<file path="config.mk">
export PLATFORM = sky130hd
export DESIGN_NAME = fpv_top
export DESIGN_NICKNAME = d
export VERILOG_FILES = /design/src/verilog/fpv_pkg.sv /design/src/verilog/fp16_add_lane.sv /design/src/verilog/fpv_issue.sv /design/src/verilog/fpv_collect.sv /design/src/verilog/fpv_axil_regs.sv /design/src/verilog/fpv_top.sv
export SDC_FILE = /design/constraint.sdc
export NUM_CORES = 2
export LEC_CHECK = 0
export BUFFER_PORTS_ARGS = -buffer_cell sky130_fd_sc_hd__buf_4
export CAP_MARGIN = 20
export CORE_MARGIN = 4
export CORE_UTILIZATION = 30
export DETAILED_ROUTE_END_ITERATION = 10
export PLACE_DENSITY = 0.41
export SLEW_MARGIN = 20
export SYNTH_ARGS = -nofsm -noshare
export SYNTH_HDL_FRONTEND = slang
export SYNTH_SLANG_ARGS = --single-unit
</file>
<file path="constraint.sdc">
create_clock -name clk -period 9.99 [get_ports clk]
set_clock_uncertainty 0.1 [all_clocks]
set_input_delay 1.4985 -clock clk [delete_from_list [all_inputs] [get_ports clk]]
set_output_delay 1.4985 -clock clk [all_outputs]
set_load 0.02 [all_outputs]
</file>
<file path="src/verilog/fpv_pkg.sv">
package fpv_pkg;

    // fp16 field layout
    localparam int FP_W    = 16;
    localparam int EXP_W   = 5;
    localparam int MANT_W  = 10;
    // Hidden bit plus stored mantissa plus 14 guard bits
    localparam int ALIGN_W = MANT_W + 1 + 14;

    // Canonical encodings
    localparam logic [FP_W-1:0] QNAN   = 16'h7E00;
    localparam logic [FP_W-1:0] P_ZERO = 16'h0000;
    localparam logic [FP_W-1:0] N_ZERO = 16'h8000;
    localparam logic [FP_W-1:0] P_INF  = 16'h7C00;

    // Vector shape and lane latency in clock edges
    localparam int N_LANES  = 4;
    localparam int LANE_LAT = 4;

    // AXI4-Lite register map, 32-bit data
    localparam int                 AXI_AW        = 8;
    localparam logic [AXI_AW-1:0] ADDR_CTRL     = 8'h00;
    localparam logic [AXI_AW-1:0] ADDR_STATUS   = 8'h04;
    localparam logic [AXI_AW-1:0] ADDR_OPA_BASE = 8'h10;
    localparam logic [AXI_AW-1:0] ADDR_OPB_BASE = 8'h20;
    localparam logic [AXI_AW-1:0] ADDR_RES_BASE = 8'h30;

endpackage

</file>
<file path="src/verilog/fp16_add_lane.sv">
`timescale 1ns/1ps

module fp16_add_lane (
    input  logic                     clk,
    input  logic                     rst_n,
    input  logic [fpv_pkg::FP_W-1:0] a,
    input  logic [fpv_pkg::FP_W-1:0] b,
    output logic [fpv_pkg::FP_W-1:0] sum
);
    import fpv_pkg::*;

    localparam int GUARD_W = ALIGN_W - MANT_W - 1;
    localparam int LEAD_W  = $clog2(ALIGN_W + 1);
    localparam int SEXP_W  = EXP_W + 2;
    localparam int EXP_MAX = 2**EXP_W - 1;
    localparam int WARM_W  = $clog2(LANE_LAT + 1);
    localparam logic [EXP_W-1:0] EXP_ONES = '1;

    // Operand fields
    logic              sign_a, sign_b;
    logic [EXP_W-1:0]  exp_a, exp_b;
    logic [MANT_W-1:0] man_a, man_b;
    logic              zero_a, zero_b, inf_a, inf_b, nan_a, nan_b;
    logic              a_ge_b;

    assign sign_a = a[FP_W-1];
    assign sign_b = b[FP_W-1];
    assign exp_a  = a[FP_W-2:MANT_W];
    assign exp_b  = b[FP_W-2:MANT_W];
    assign man_a  = a[MANT_W-1:0];
    assign man_b  = b[MANT_W-1:0];
    assign zero_a = (exp_a == '0) && (man_a == '0);
    assign zero_b = (exp_b == '0) && (man_b == '0);
    assign inf_a  = (exp_a == EXP_ONES) && (man_a == '0);
    assign inf_b  = (exp_b == EXP_ONES) && (man_b == '0);
    assign nan_a  = (exp_a == EXP_ONES) && (man_a != '0);
    assign nan_b  = (exp_b == EXP_ONES) && (man_b != '0);
    // Magnitude order ignores the sign bit
    assign a_ge_b = {exp_a, man_a} >= {exp_b, man_b};

    // ----------------------------------------
    // Stage 1 order, align, special cases
    // ----------------------------------------
    logic [EXP_W-1:0]  exp_l, exp_diff;
    logic [MANT_W:0]   hid_l, hid_s;
    logic              sign_l;
    logic              byp_d;
    logic [FP_W-1:0]   byp_val_d;

    always_comb begin
        if (a_ge_b) begin
            exp_l    = exp_a;
            exp_diff = exp_a - exp_b;
            hid_l    = {|exp_a, man_a};
            hid_s    = {|exp_b, man_b};
            sign_l   = sign_a;
        end else begin
            exp_l    = exp_b;
            exp_diff = exp_b - exp_a;
            hid_l    = {|exp_b, man_b};
            hid_s    = {|exp_a, man_a};
            sign_l   = sign_b;
        end
        // Bypass table, first match wins
        byp_d     = 1'b1;
        byp_val_d = QNAN;
        if (nan_a || nan_b || (inf_a && inf_b && (sign_a != sign_b))) begin
            byp_val_d = QNAN;
        end else if (inf_a) begin
            byp_val_d = a;
        end else if (inf_b) begin
            byp_val_d = b;
        end else if (zero_a && !zero_b) begin
            byp_val_d = b;
        end else if (zero_b && !zero_a) begin
            byp_val_d = a;
        end else begin
            // Both zero goes down the datapath for the zero sign rule
            byp_d = 1'b0;
        end
    end

    logic               s1_byp, s1_sign, s1_sub, s1_nzero;
    logic [FP_W-1:0]    s1_byp_val;
    logic [EXP_W-1:0]   s1_exp;
    logic [ALIGN_W-1:0] s1_man_l, s1_man_s;

    always_ff @(posedge clk) begin
        s1_byp     <= byp_d;
        s1_byp_val <= byp_val_d;
        s1_exp     <= exp_l;
        s1_sign    <= sign_l;
        s1_sub     <= sign_a != sign_b;
        s1_nzero   <= zero_a && zero_b && sign_a && sign_b;
        s1_man_l   <= {hid_l, {GUARD_W{1'b0}}};
        // Smaller operand shifted right by the exponent gap
        s1_man_s   <= {hid_s, {GUARD_W{1'b0}}} >> exp_diff;
    end

    // ----------------------------------------
    // Stage 2 add or subtract
    // ----------------------------------------
    logic             s2_byp, s2_sign, s2_nzero;
    logic [FP_W-1:0]  s2_byp_val;
    logic [EXP_W-1:0] s2_exp;
    logic [ALIGN_W:0] s2_man;

    always_ff @(posedge clk) begin
        s2_byp     <= s1_byp;
        s2_byp_val <= s1_byp_val;
        s2_exp     <= s1_exp;
        s2_sign    <= s1_sign;
        s2_nzero   <= s1_nzero;
        // Larger magnitude is first, so the difference never goes negative
        if (s1_sub) begin
            s2_man <= {1'b0, s1_man_l} - {1'b0, s1_man_s};
        end else begin
            s2_man <= {1'b0, s1_man_l} + {1'b0, s1_man_s};
        end
    end

    // ----------------------------------------
    // Stage 3 normalize
    // ----------------------------------------
    logic [LEAD_W-1:0]        lead;
    logic                     found;
    logic [ALIGN_W:0]         shifted;
    logic signed [SEXP_W-1:0] norm_exp;

    always_comb begin
        lead  = '0;
        found = 1'b0;
        // Leading one, carry bit included
        for (int i = ALIGN_W; i >= 0; i--) begin
            if (s2_man[i] && !found) begin
                lead  = LEAD_W'(i);
                found = 1'b1;
            end
        end
        // Move the leading one to bit ALIGN_W, hidden bit sits one below after the slice
        shifted  = s2_man << (ALIGN_W - lead);
        norm_exp = SEXP_W'(int'(s2_exp) + int'(lead) - (ALIGN_W - 1));
    end

    logic                     s3_byp, s3_sign, s3_nzero, s3_zero;
    logic [FP_W-1:0]          s3_byp_val;
    logic signed [SEXP_W-1:0] s3_exp;
    logic [ALIGN_W-1:0]       s3_man;

    always_ff @(posedge clk) begin
        s3_byp     <= s2_byp;
        s3_byp_val <= s2_byp_val;
        s3_sign    <= s2_sign;
        s3_nzero   <= s2_nzero;
        s3_zero    <= !found;
        s3_exp     <= norm_exp;
        s3_man     <= shifted[ALIGN_W:1];
    end

    // ----------------------------------------
    // Stage 4 truncate and pack
    // ----------------------------------------
    always_ff @(posedge clk) begin
        if (s3_byp) begin
            sum <= s3_byp_val;
        end else if (s3_zero) begin
            // Exact cancellation is +0, only -0 plus -0 stays negative
            sum <= s3_nzero ? N_ZERO : P_ZERO;
        end else if (s3_exp >= EXP_MAX) begin
            sum <= {s3_sign, P_INF[FP_W-2:0]};
        end else if (s3_exp <= 0) begin
            // Flush to zero, sign kept
            sum <= s3_sign ? N_ZERO : P_ZERO;
        end else begin
            sum <= {s3_sign, s3_exp[EXP_W-1:0], s3_man[ALIGN_W-2 -: MANT_W]};
        end
    end

    // Edges since reset release, saturating at the pipeline depth
    logic [WARM_W-1:0] warm;

    always_ff @(posedge clk or negedge rst_n) begin
        if (!rst_n) begin
            warm <= '0;
        end else if (warm != WARM_W'(LANE_LAT)) begin
            warm <= warm + 1'b1;
        end
    end

    a_sum_known: assert property (@(posedge clk) disable iff (!rst_n)
        (warm == WARM_W'(LANE_LAT)) |-> !$isunknown(sum));

endmodule

</file>
<file path="src/verilog/fpv_issue.sv">
`timescale 1ns/1ps

module fpv_issue (
    input  logic                                      clk,
    input  logic                                      rst_n,
    input  logic                                      start,
    input  logic [fpv_pkg::N_LANES*fpv_pkg::FP_W-1:0] opa_regs,
    input  logic [fpv_pkg::N_LANES*fpv_pkg::FP_W-1:0] opb_regs,
    output logic [fpv_pkg::N_LANES*fpv_pkg::FP_W-1:0] lane_a,
    output logic [fpv_pkg::N_LANES*fpv_pkg::FP_W-1:0] lane_b,
    output logic                                      issue
);

    // Lane inputs start at zero so the lanes flush clean out of reset
    always_ff @(posedge clk or negedge rst_n) begin
        if (!rst_n) begin
            lane_a <= '0;
            lane_b <= '0;
            issue  <= 1'b0;
        end else begin
            // One pulse per start
            issue <= start;
            if (start) begin
                // Snapshot so later register writes leave this vector alone
                lane_a <= opa_regs;
                lane_b <= opb_regs;
            end
        end
    end

    // Write back-pressure keeps start to single pulses, so issue never repeats on the next edge
    a_issue_pulse: assert property (@(posedge clk) disable iff (!rst_n)
        issue |=> !issue);

endmodule

</file>
<file path="src/verilog/fpv_collect.sv">
`timescale 1ns/1ps

module fpv_collect (
    input  logic                                      clk,
    input  logic                                      rst_n,
    input  logic                                      issue,
    input  logic [fpv_pkg::N_LANES*fpv_pkg::FP_W-1:0] lane_sum,
    output logic [fpv_pkg::N_LANES*fpv_pkg::FP_W-1:0] res_regs,
    output logic [7:0]                                done_count,
    output logic                                      busy,
    output logic                                      nan_flag
);
    import fpv_pkg::*;

    localparam logic [EXP_W-1:0] EXP_ONES = '1;

    // One bit per vector in flight, oldest at the top
    logic [LANE_LAT-1:0] vld_pipe;
    logic                any_nan;

    always_comb begin
        any_nan = 1'b0;
        for (int i = 0; i < N_LANES; i++) begin
            if (lane_sum[i*FP_W+MANT_W +: EXP_W] == EXP_ONES &&
                lane_sum[i*FP_W +: MANT_W] != '0) begin
                any_nan = 1'b1;
            end
        end
    end

    always_ff @(posedge clk or negedge rst_n) begin
        if (!rst_n) begin
            vld_pipe   <= '0;
            res_regs   <= {N_LANES{P_ZERO}};
            done_count <= '0;
            nan_flag   <= 1'b0;
        end else begin
            vld_pipe <= {vld_pipe[LANE_LAT-2:0], issue};
            // Sums of the oldest vector are on the lane outputs now
            if (vld_pipe[LANE_LAT-1]) begin
                res_regs   <= lane_sum;
                done_count <= done_count + 8'd1;
                if (any_nan) begin
                    nan_flag <= 1'b1;
                end
            end
        end
    end

    // Issue cycle counted too, so a status read right after start sees busy
    assign busy = issue || (|vld_pipe);

endmodule

</file>
<file path="src/verilog/fpv_axil_regs.sv">
`timescale 1ns/1ps

module fpv_axil_regs (
    input  logic                                      clk,
    input  logic                                      rst_n,
    // AXI4-Lite slave
    input  logic [fpv_pkg::AXI_AW-1:0]                aw_addr,
    input  logic                                      aw_valid,
    output logic                                      aw_ready,
    input  logic [31:0]                               w_data,
    input  logic [3:0]                                w_strb,
    input  logic                                      w_valid,
    output logic                                      w_ready,
    output logic [1:0]                                b_resp,
    output logic                                      b_valid,
    input  logic                                      b_ready,
    input  logic [fpv_pkg::AXI_AW-1:0]                ar_addr,
    input  logic                                      ar_valid,
    output logic                                      ar_ready,
    output logic [31:0]                               r_data,
    output logic [1:0]                                r_resp,
    output logic                                      r_valid,
    input  logic                                      r_ready,
    // Read-back from the collector
    input  logic [fpv_pkg::N_LANES*fpv_pkg::FP_W-1:0] res_regs,
    input  logic [7:0]                                done_count,
    input  logic                                      busy,
    input  logic                                      nan_flag,
    // To the feeder
    output logic [fpv_pkg::N_LANES*fpv_pkg::FP_W-1:0] opa_regs,
    output logic [fpv_pkg::N_LANES*fpv_pkg::FP_W-1:0] opb_regs,
    output logic                                      start
);
    import fpv_pkg::*;

    logic        wr_take, rd_take;
    logic [31:0] rd_word;

    // ----------------------------------------
    // Write channel
    // ----------------------------------------
    // Address and data together, stalled while a response waits
    assign wr_take  = aw_valid && w_valid && !b_valid;
    assign aw_ready = wr_take;
    assign w_ready  = wr_take;
    assign b_resp   = 2'b00;

    always_ff @(posedge clk or negedge rst_n) begin
        if (!rst_n) begin
            opa_regs <= '0;
            opb_regs <= '0;
            start    <= 1'b0;
            b_valid  <= 1'b0;
        end else begin
            start <= wr_take && (aw_addr == ADDR_CTRL) && w_strb[0] && w_data[0];
            if (wr_take) begin
                b_valid <= 1'b1;
            end else if (b_ready) begin
                b_valid <= 1'b0;
            end
            if (wr_take) begin
                for (int i = 0; i < N_LANES; i++) begin
                    // Byte lanes 0 and 1 only
                    if (aw_addr == AXI_AW'(ADDR_OPA_BASE + 4*i)) begin
                        if (w_strb[0]) opa_regs[i*FP_W +: 8] <= w_data[7:0];
                        if (w_strb[1]) opa_regs[i*FP_W+8 +: 8] <= w_data[15:8];
                    end
                    if (aw_addr == AXI_AW'(ADDR_OPB_BASE + 4*i)) begin
                        if (w_strb[0]) opb_regs[i*FP_W +: 8] <= w_data[7:0];
                        if (w_strb[1]) opb_regs[i*FP_W+8 +: 8] <= w_data[15:8];
                    end
                end
            end
        end
    end

    // ----------------------------------------
    // Read channel
    // ----------------------------------------
    assign rd_take  = ar_valid && !r_valid;
    assign ar_ready = rd_take;
    assign r_resp   = 2'b00;

    // Unmapped and CTRL read as zero
    always_comb begin
        rd_word = '0;
        if (ar_addr == ADDR_STATUS) begin
            rd_word = {22'd0, nan_flag, busy, done_count};
        end
        for (int i = 0; i < N_LANES; i++) begin
            if (ar_addr == AXI_AW'(ADDR_OPA_BASE + 4*i)) begin
                rd_word = {{(32-FP_W){1'b0}}, opa_regs[i*FP_W +: FP_W]};
            end
            if (ar_addr == AXI_AW'(ADDR_OPB_BASE + 4*i)) begin
                rd_word = {{(32-FP_W){1'b0}}, opb_regs[i*FP_W +: FP_W]};
            end
            if (ar_addr == AXI_AW'(ADDR_RES_BASE + 4*i)) begin
                rd_word = {{(32-FP_W){1'b0}}, res_regs[i*FP_W +: FP_W]};
            end
        end
    end

    always_ff @(posedge clk or negedge rst_n) begin
        if (!rst_n) begin
            r_valid <= 1'b0;
        end else if (rd_take) begin
            r_valid <= 1'b1;
        end else if (r_ready) begin
            r_valid <= 1'b0;
        end
    end

    always_ff @(posedge clk) begin
        if (rd_take) begin
            r_data <= rd_word;
        end
    end

    // Responses wait for the host
    a_b_hold: assert property (@(posedge clk) disable iff (!rst_n)
        b_valid && !b_ready |=> b_valid);
    a_r_hold: assert property (@(posedge clk) disable iff (!rst_n)
        r_valid && !r_ready |=> r_valid && $stable(r_data));

endmodule

</file>
<file path="src/verilog/fpv_top.sv">
`timescale 1ns/1ps

module fpv_top (
    input  logic                       clk,
    input  logic                       rst_n,
    input  logic [fpv_pkg::AXI_AW-1:0] aw_addr,
    input  logic                       aw_valid,
    output logic                       aw_ready,
    input  logic [31:0]                w_data,
    input  logic [3:0]                 w_strb,
    input  logic                       w_valid,
    output logic                       w_ready,
    output logic [1:0]                 b_resp,
    output logic                       b_valid,
    input  logic                       b_ready,
    input  logic [fpv_pkg::AXI_AW-1:0] ar_addr,
    input  logic                       ar_valid,
    output logic                       ar_ready,
    output logic [31:0]                r_data,
    output logic [1:0]                 r_resp,
    output logic                       r_valid,
    input  logic                       r_ready
);
    import fpv_pkg::*;

    logic [N_LANES*FP_W-1:0] opa_regs, opb_regs;
    logic [N_LANES*FP_W-1:0] lane_a, lane_b, lane_sum;
    logic [N_LANES*FP_W-1:0] res_regs;
    logic [7:0]              done_count;
    logic                    start, issue, busy, nan_flag;

    fpv_axil_regs u_regs (
        .clk, .rst_n,
        .aw_addr, .aw_valid, .aw_ready,
        .w_data, .w_strb, .w_valid, .w_ready,
        .b_resp, .b_valid, .b_ready,
        .ar_addr, .ar_valid, .ar_ready,
        .r_data, .r_resp, .r_valid, .r_ready,
        .res_regs, .done_count, .busy, .nan_flag,
        .opa_regs, .opb_regs, .start
    );

    fpv_issue u_issue (
        .clk, .rst_n, .start, .opa_regs, .opb_regs, .lane_a, .lane_b, .issue
    );

    // One adder per fp16 slot
    for (genvar i = 0; i < N_LANES; i++) begin : g_lane
        fp16_add_lane u_lane (
            .clk   (clk),
            .rst_n (rst_n),
            .a     (lane_a[i*FP_W +: FP_W]),
            .b     (lane_b[i*FP_W +: FP_W]),
            .sum   (lane_sum[i*FP_W +: FP_W])
        );
    end

    fpv_collect u_collect (
        .clk, .rst_n, .issue, .lane_sum, .res_regs, .done_count, .busy, .nan_flag
    );

endmodule

</file>
Word-level counts from Yosys, hierarchy flattened
Cells that the tools add are included.
- magnitude comparators: 12
- equal/unequal tests: 37
- mux-type cells: 297
- $add $sub $neg: 29
- reductions and logical operators: 347
- shifts and indexed selects: 8
- operators with widths (cell ; number):
    2-to-1 mux 16 bit ; 52
    2-to-1 mux 5 bit ; 112
    logical AND 1 bit ; 162
    left shift 26 x 32 -> 25 bit ; 4
    2-to-1 mux 1 bit ; 120
    nonzero test 10 bit ; 12
    logical NOT 1 bit ; 114
    adder 25 x 25 -> 26 bit ; 4
    2-to-1 mux 26 bit ; 4
    subtractor 25 x 25 -> 26 bit ; 4
    right shift 25 x 5 -> 25 bit ; 4
    equality test 8 x 6 -> 1 bit (second input constant) ; 12
    2-to-1 mux 11 bit ; 8
    logical NOT 10 bit ; 8
    equality test 8 x 5 -> 1 bit (second input constant) ; 8
    equality test 5 bit (second input constant) ; 12
    >= comparator 15 bit ; 4
    AND reduction 3 bit ; 16
    logical NOT 5 bit ; 8
    OR reduction 5 bit ; 8
    subtractor 5 bit ; 8
    >= comparator 7 x 6 -> 1 bit (second input constant) ; 4
    less-or-equal comparator 7 x 1 -> 1 bit (second input constant) ; 4
    subtractor 7 x 6 -> 7 bit (second input constant) ; 4
    other kinds (12) ; 34
- output and inout bits: 41
- bits in registers: 1081
- word-level logic and storage cells: 846
- bits of input ports: 59

Depth between registers and ports, before layout
- word-level depth: 78
- mapped depth: 19
- mapped depth without buffers: 16

Hierarchy
From an unflattened synthesis, not the netlist that was laid out.
- cells, all modules: 4937
- area total of the unflattened synthesis: 50049.3 sq um
- by module, submodules not included (module ; sequential area each (sq um) ; times used ; area each (sq um) ; cells each):
    fp16_add_lane (g_lane[3].u_lane) ; 3283.1 ; 1 ; 8634.5 ; 926
    fp16_add_lane (g_lane[2].u_lane) ; 3283.1 ; 1 ; 8605.8 ; 951
    fp16_add_lane (g_lane[1].u_lane) ; 3283.1 ; 1 ; 8574.5 ; 961
    fp16_add_lane (g_lane[0].u_lane) ; 3283.1 ; 1 ; 8552.0 ; 952
    fpv_axil_regs ; 3758.6 ; 1 ; 7858.8 ; 681
    fpv_issue ; 3228.1 ; 1 ; 4847.1 ; 271
    fpv_collect ; 1926.8 ; 1 ; 2976.6 ; 195

Worst setup path before layout
Ideal clock, no wire load.
- kind: input to output
- from: input ar_valid
- to: output ar_ready
- setup slack: 5878 ps
- buffers on the path: 0
- arrival: 2513 ps
- data required time: 8392 ps
- cell stages on the path: 1
- cell sequence: nor2b_1
- word-level cells in the longest chain between the ends: 1
- RTL lines (element ; RTL line ; source):
    start, declared ; fpv_top.sv:17 ; input logic ar_valid,
    logical AND 1 bit ; fpv_axil_regs.sv:80 ; assign rd_take = ar_valid && !r_valid;
    end, declared ; fpv_top.sv:18 ; output logic ar_ready,
Every way passes these cells.

Worst setup path after layout
- from: register g_lane[0].u_lane.s2_man[23]
- to: register g_lane[0].u_lane.s3_man[15]
- word-level cells in the longest chain between the ends: 73
- elaborated cells between the ends (all ways): 96
- those cells by class: 1 x add/sub; 1 x shift; 47 x mux; 47 x reduce/logical
- RTL lines (element ; RTL line ; source):
    start, declared ; fp16_add_lane.sv:106 ; logic [ALIGN_W:0] s2_man;
    start signal, assigned ; fp16_add_lane.sv:116 ; s2_man <= {1'b0, s1_man_l} - {1'b0, s1_man_s};
    start signal, assigned ; fp16_add_lane.sv:118 ; s2_man <= {1'b0, s1_man_l} + {1'b0, s1_man_s};
    logical AND 1 bit ; fp16_add_lane.sv:135 ; if (s2_man[i] && !found) begin
    2-to-1 mux 1 bit ; fp16_add_lane.sv:135 ;
    logical NOT 1 bit ; fp16_add_lane.sv:135 ;
    logical AND 1 bit ; fp16_add_lane.sv:135 ;
    2-to-1 mux 1 bit ; fp16_add_lane.sv:135 ;
    logical NOT 1 bit ; fp16_add_lane.sv:135 ;
    logical AND 1 bit ; fp16_add_lane.sv:135 ;
    2-to-1 mux 1 bit ; fp16_add_lane.sv:135 ;
    [... 57 more ...] ; -- ;
    logical NOT 1 bit ; fp16_add_lane.sv:135 ;
    logical AND 1 bit ; fp16_add_lane.sv:135 ;
    2-to-1 mux 1 bit ; fp16_add_lane.sv:135 ;
    logical NOT 1 bit ; fp16_add_lane.sv:135 ;
    logical AND 1 bit ; fp16_add_lane.sv:135 ;
    2-to-1 mux 5 bit ; fp16_add_lane.sv:135 ;
    subtractor 5 x 5 -> 6 bit ; fp16_add_lane.sv:141 ; shifted = s2_man << (ALIGN_W - lead);
    left shift 26 x 32 -> 25 bit * ; fp16_add_lane.sv:141 ;
    end signal, assigned ; fp16_add_lane.sv:157 ; s3_man <= shifted[ALIGN_W:1];
    end, declared ; fp16_add_lane.sv:148 ; logic [ALIGN_W-1:0] s3_man;
Every way passes the cells marked *; elsewhere a longest branch is shown, timed or not.
A chain may end at the register's enable or synchronous reset.

==> results.sh <==
export IMPL_outcome="completed"
export IMPL_cts_root_buf="clkbuf_16"
export IMPL_ys_seq_area_frac=0.4644
export IMPL_worstPathMaxFanout=28
export IMPL_wl_met1_um=72940
export IMPL_r2r_cells=14
export IMPL_tightest_slew_ns=1.265
export IMPL_row_count=145
export IMPL_synth_seq_cells=1009
export IMPL_vias=35991
export IMPL_grt_pass1_wl_um=225200
export IMPL_drv_cap=0
export IMPL_whs_endpoint="g_lane[0].u_lane.s3_byp_val[13]"
export IMPL_dr_pass1_iters=8
export IMPL_die_w_um=405.8
export IMPL_grt_util_all_layers=0.1775
export IMPL_dieArea_um2=164700
export IMPL_rsz0062_at_grt="false"
export IMPL_drt_iter0_markers=2614
export IMPL_multi_input_area_um2=23590
export IMPL_cts_path_max_buffers=3
export IMPL_grt_overflow=0
export IMPL_drt_wl_total_um=149300
export IMPL_worst_endpoint_arrival_ns=5.94
export IMPL_cts_buffers_inserted=113
export IMPL_start_kind="flop"
export IMPL_maxSlewViolCount=0
export IMPL_avgSynthCellArea_um2=9.912
export IMPL_ant_nets=0
export IMPL_whs_path_depth=0
export IMPL_r2r_start="g_lane[0].u_lane.s2_man[23]"
export IMPL_cts_tree="built"
export IMPL_top_layer="met5"
export IMPL_antenna_found_initial=11
export IMPL_r2r_end="g_lane[0].u_lane.s3_man[15]"
export IMPL_syn_inst=4789
export IMPL_port_buffers=61
export IMPL_route_met2_wl_um=64250
export IMPL_pwr_density_cell_nw_per_um2=155.3
export IMPL_fillers=16136
export IMPL_post_cts_buffers=0
export IMPL_htreeDepth=3
export IMPL_dp_hpwl_um=112500
export IMPL_dr_wl_met3_um=9009
export IMPL_rrSetupSlack_ns=4.53
export IMPL_ioPinCount=100
export IMPL_hp_start="g_lane[0].u_lane.s2_byp_val[13]"
export IMPL_setup_viol=0
export IMPL_gp_congestion=0.8580
export IMPL_cp_data_required_time_ns=10.47
export IMPL_p_total_mw=8.380
export IMPL_drt_vias_per_instance=5.142
export IMPL_synth_edff_count=16
export IMPL_ys_types=98
export IMPL_min_path_type="reg2reg"
export IMPL_end_kind="flop"
export IMPL_clock_latency_ns=0.73
export IMPL_hold_viol=0
export IMPL_coreArea_um2=156800
export IMPL_nets=5115
export IMPL_syn2layout_area_growth_pct=13.68
export IMPL_clk_pin_slew_worst_paths_ns=0.06
export IMPL_yosys_warnings=0
export IMPL_async_flop_share=0.3340
export IMPL_irDropWorstVdd_v=0.0001449
export IMPL_wire_per_inst_um=21.33
export IMPL_fmax_ghz=0.1831
export IMPL_cts_sinks=1009
export IMPL_max_slew_margin=0.1453
export IMPL_grt_max_degree=156
export IMPL_drive_gt1_frac=0.1458
export IMPL_leakage_nw=23.04
export IMPL_critPathKind="reg2reg"
export IMPL_cts_resized=0
export IMPL_seqCellArea_um2=22050
export IMPL_grt_pass1_vias=35655
export IMPL_drc_errors=0
export IMPL_start_util=0.3028
export IMPL_fin_setup_tns_ns=0
export IMPL_die_y_um=405.8
export IMPL_syn_area_um2=47470
export IMPL_period_share=0.5466
export IMPL_dominantRegCellSynth="dfxtp_1"
export IMPL_finalCriticalPeriod_ns=5.460
export IMPL_hold_buffers=0
[power by group]
| part | total (mW) | switching, mW | internal (mW) | leakage, nW |
|---|---|---|---|---|
| logic | 0.126 | 0.0924 | 0.0331 | 11.0 |
| clock network | 4.17 | 1.77 | 2.40 | 1.87 |
| registers | 4.08 | 0.0112 | 4.07 | 10.1 |
[area by class of cell]
class,instances,share of cell area
Timing Repair Buffer,121,0.01739
Clock buffer,156,0.06028
Sequential cell,1009,0.4087
Inverter,266,0.01855
Clock inverter,58,0.01002
Antenna cell,4,0.0001855
Multi-Input combinational cell,3328,0.4372
Tap cell,2058,0.04772
[logic make-up (layout without fill, tap and decap cells)]
family	after synthesis	in the layout	synth area share
other	1	24	0.00007900
AND/OR/NAND/NOR	1299	1299	0.1278
AO/OA/AOI/OAI	1172	1172	0.1617
XOR/XNOR	141	141	0.02602
adder cells (fa/ha/maj)	217	217	0.05973
flip-flops	1009	1009	0.4644
buffers and inverters	471	601	0.04149
multiplexers	479	479	0.1188
[cells in the final DEF (no fill, tap or decap), drive strengths merged, types with 19 or more instances in the layout]
cell type / count
nand4: 42
nor2: 333
nand3: 107
o22ai: 62
ha: 201
a22oi: 88
clkinv: 45
o211ai: 24
mux2i: 151
dfrtp: 337
and3: 22
dfxtp: 656
nor4: 69
nand2b: 32
conb: 20
a31oi: 60
nor3: 83
a222oi: 20
a22o: 57
mux4: 37
a211oi: 41
o31ai: 29
o21a: 19
mux2: 291
nand2: 476
xnor2: 111
a21o: 42
clkbuf: 156
inv: 269
xor2: 30
nor2b: 23
a21oi: 201
or3: 21
or2: 27
buf: 121
o21ai: 337
o21bai: 38
[metal layers]
metal | vias to the layer above | GRT usage
met1 | 17626 | 0.2580
met5 | - | 0
met2 | 827 | 0.2678
li1 | 17360 | -
met4 | 2 | 0.04579
met3 | 176 | 0.03606
[Yosys cell counts (all sizes together) (29+ instances only)]
master | count | area, um^2
a211oi | 41 | 312.8
a21o | 42 | 315.3
a21oi | 201 | 1006
a22o | 57 | 499.2
a22oi | 88 | 660.6
a31oi | 60 | 375.4
buf | 77 | 488.0
clkbuf | 128 | 480.5
dfrtp | 337 | 8433
dfxtp | 656 | 13130
ha | 201 | 2515
inv | 260 | 978.4
mux2 | 291 | 3277
mux2i | 151 | 1528
mux4 | 37 | 833.3
nand2 | 476 | 1787
nand2b | 32 | 200.2
nand3 | 107 | 535.5
nand4 | 42 | 284.0
nor2 | 333 | 1255
nor3 | 83 | 415.4
nor4 | 69 | 508.0
o21ai | 337 | 1687
o21bai | 38 | 285.3
o22ai | 62 | 394.1
o31ai | 29 | 222.7
xnor2 | 111 | 972.2
xor2 | 30 | 262.8
[sequential cells by signal, summed over array words and instances (netlist names), 64 cells and up]
| signal | flops |
|---|---|
| g_lane.u_lane.s1_byp_val | 64 |
| g_lane.u_lane.s1_man_s | 100 |
| g_lane.u_lane.s2_byp_val | 64 |
| g_lane.u_lane.s2_man | 104 |
| g_lane.u_lane.s3_byp_val | 64 |
| g_lane.u_lane.sum | 64 |
| u_collect.res_regs | 64 |
| u_issue.lane_a | 64 |
| u_issue.lane_b | 64 |
| u_regs.opa_regs | 64 |
| u_regs.opb_regs | 64 |
[critical path, stage by stage (launching register included)]
cell and delay [ns]:
dfxtp_1 0.36, nor4_2 0.39, and3_1 0.31, inv_2 0.11, nor2_2 0.22, a211o_1 0.62
clkinv_1 0.95, ha_1 0.62, or2_2 0.42, and2_1 0.19, mux4_2 0.50, nor2_1 0.12
a211oi_1 0.10, a21oi_1 0.20, o21ai_0 0.10
[worst max-delay path by stage]
stage | start | end | slack, ns | cells after the start
final | g_lane[0].u_lane.s2_man[23] | g_lane[0].u_lane.s3_man[15] | 4.53 | 14
after global routing | g_lane[0].u_lane.s2_man[23] | g_lane[0].u_lane.s3_man[15] | 4.10 | 14
after CTS | g_lane[0].u_lane.s2_man[23] | g_lane[0].u_lane.s3_man[15] | 4.54 | 14
after detailed placement | g_lane[0].u_lane.s2_man[23] | g_lane[0].u_lane.s3_man[15] | 4.51 | 14
after global placement | g_lane[0].u_lane.s2_man[23] | g_lane[0].u_lane.s3_man[15] | 4.54 | 14
after floorplan | ar_valid | ar_ready | 5.88 | 1
[through the flow]
stage	hold slack, ns	cell area (um^2)	std cells	utilization	worst slack, ns
2_1_floorplan	0.2096	47540	4808	-	5.878
3_3_place_gp	0.2096	50110	6779	0.3197	4.543
3_5_place_dp	0.2121	50130	6781	0.3198	4.508
4_1_cts	0.1790	53920	6995	0.3440	4.539
5_1_grt	0.1841	53950	6996	0.3442	4.096
6_report	0.1893	53960	7000	0.3443	4.530
No activity file was read; power rests on OpenSTA's default activity.
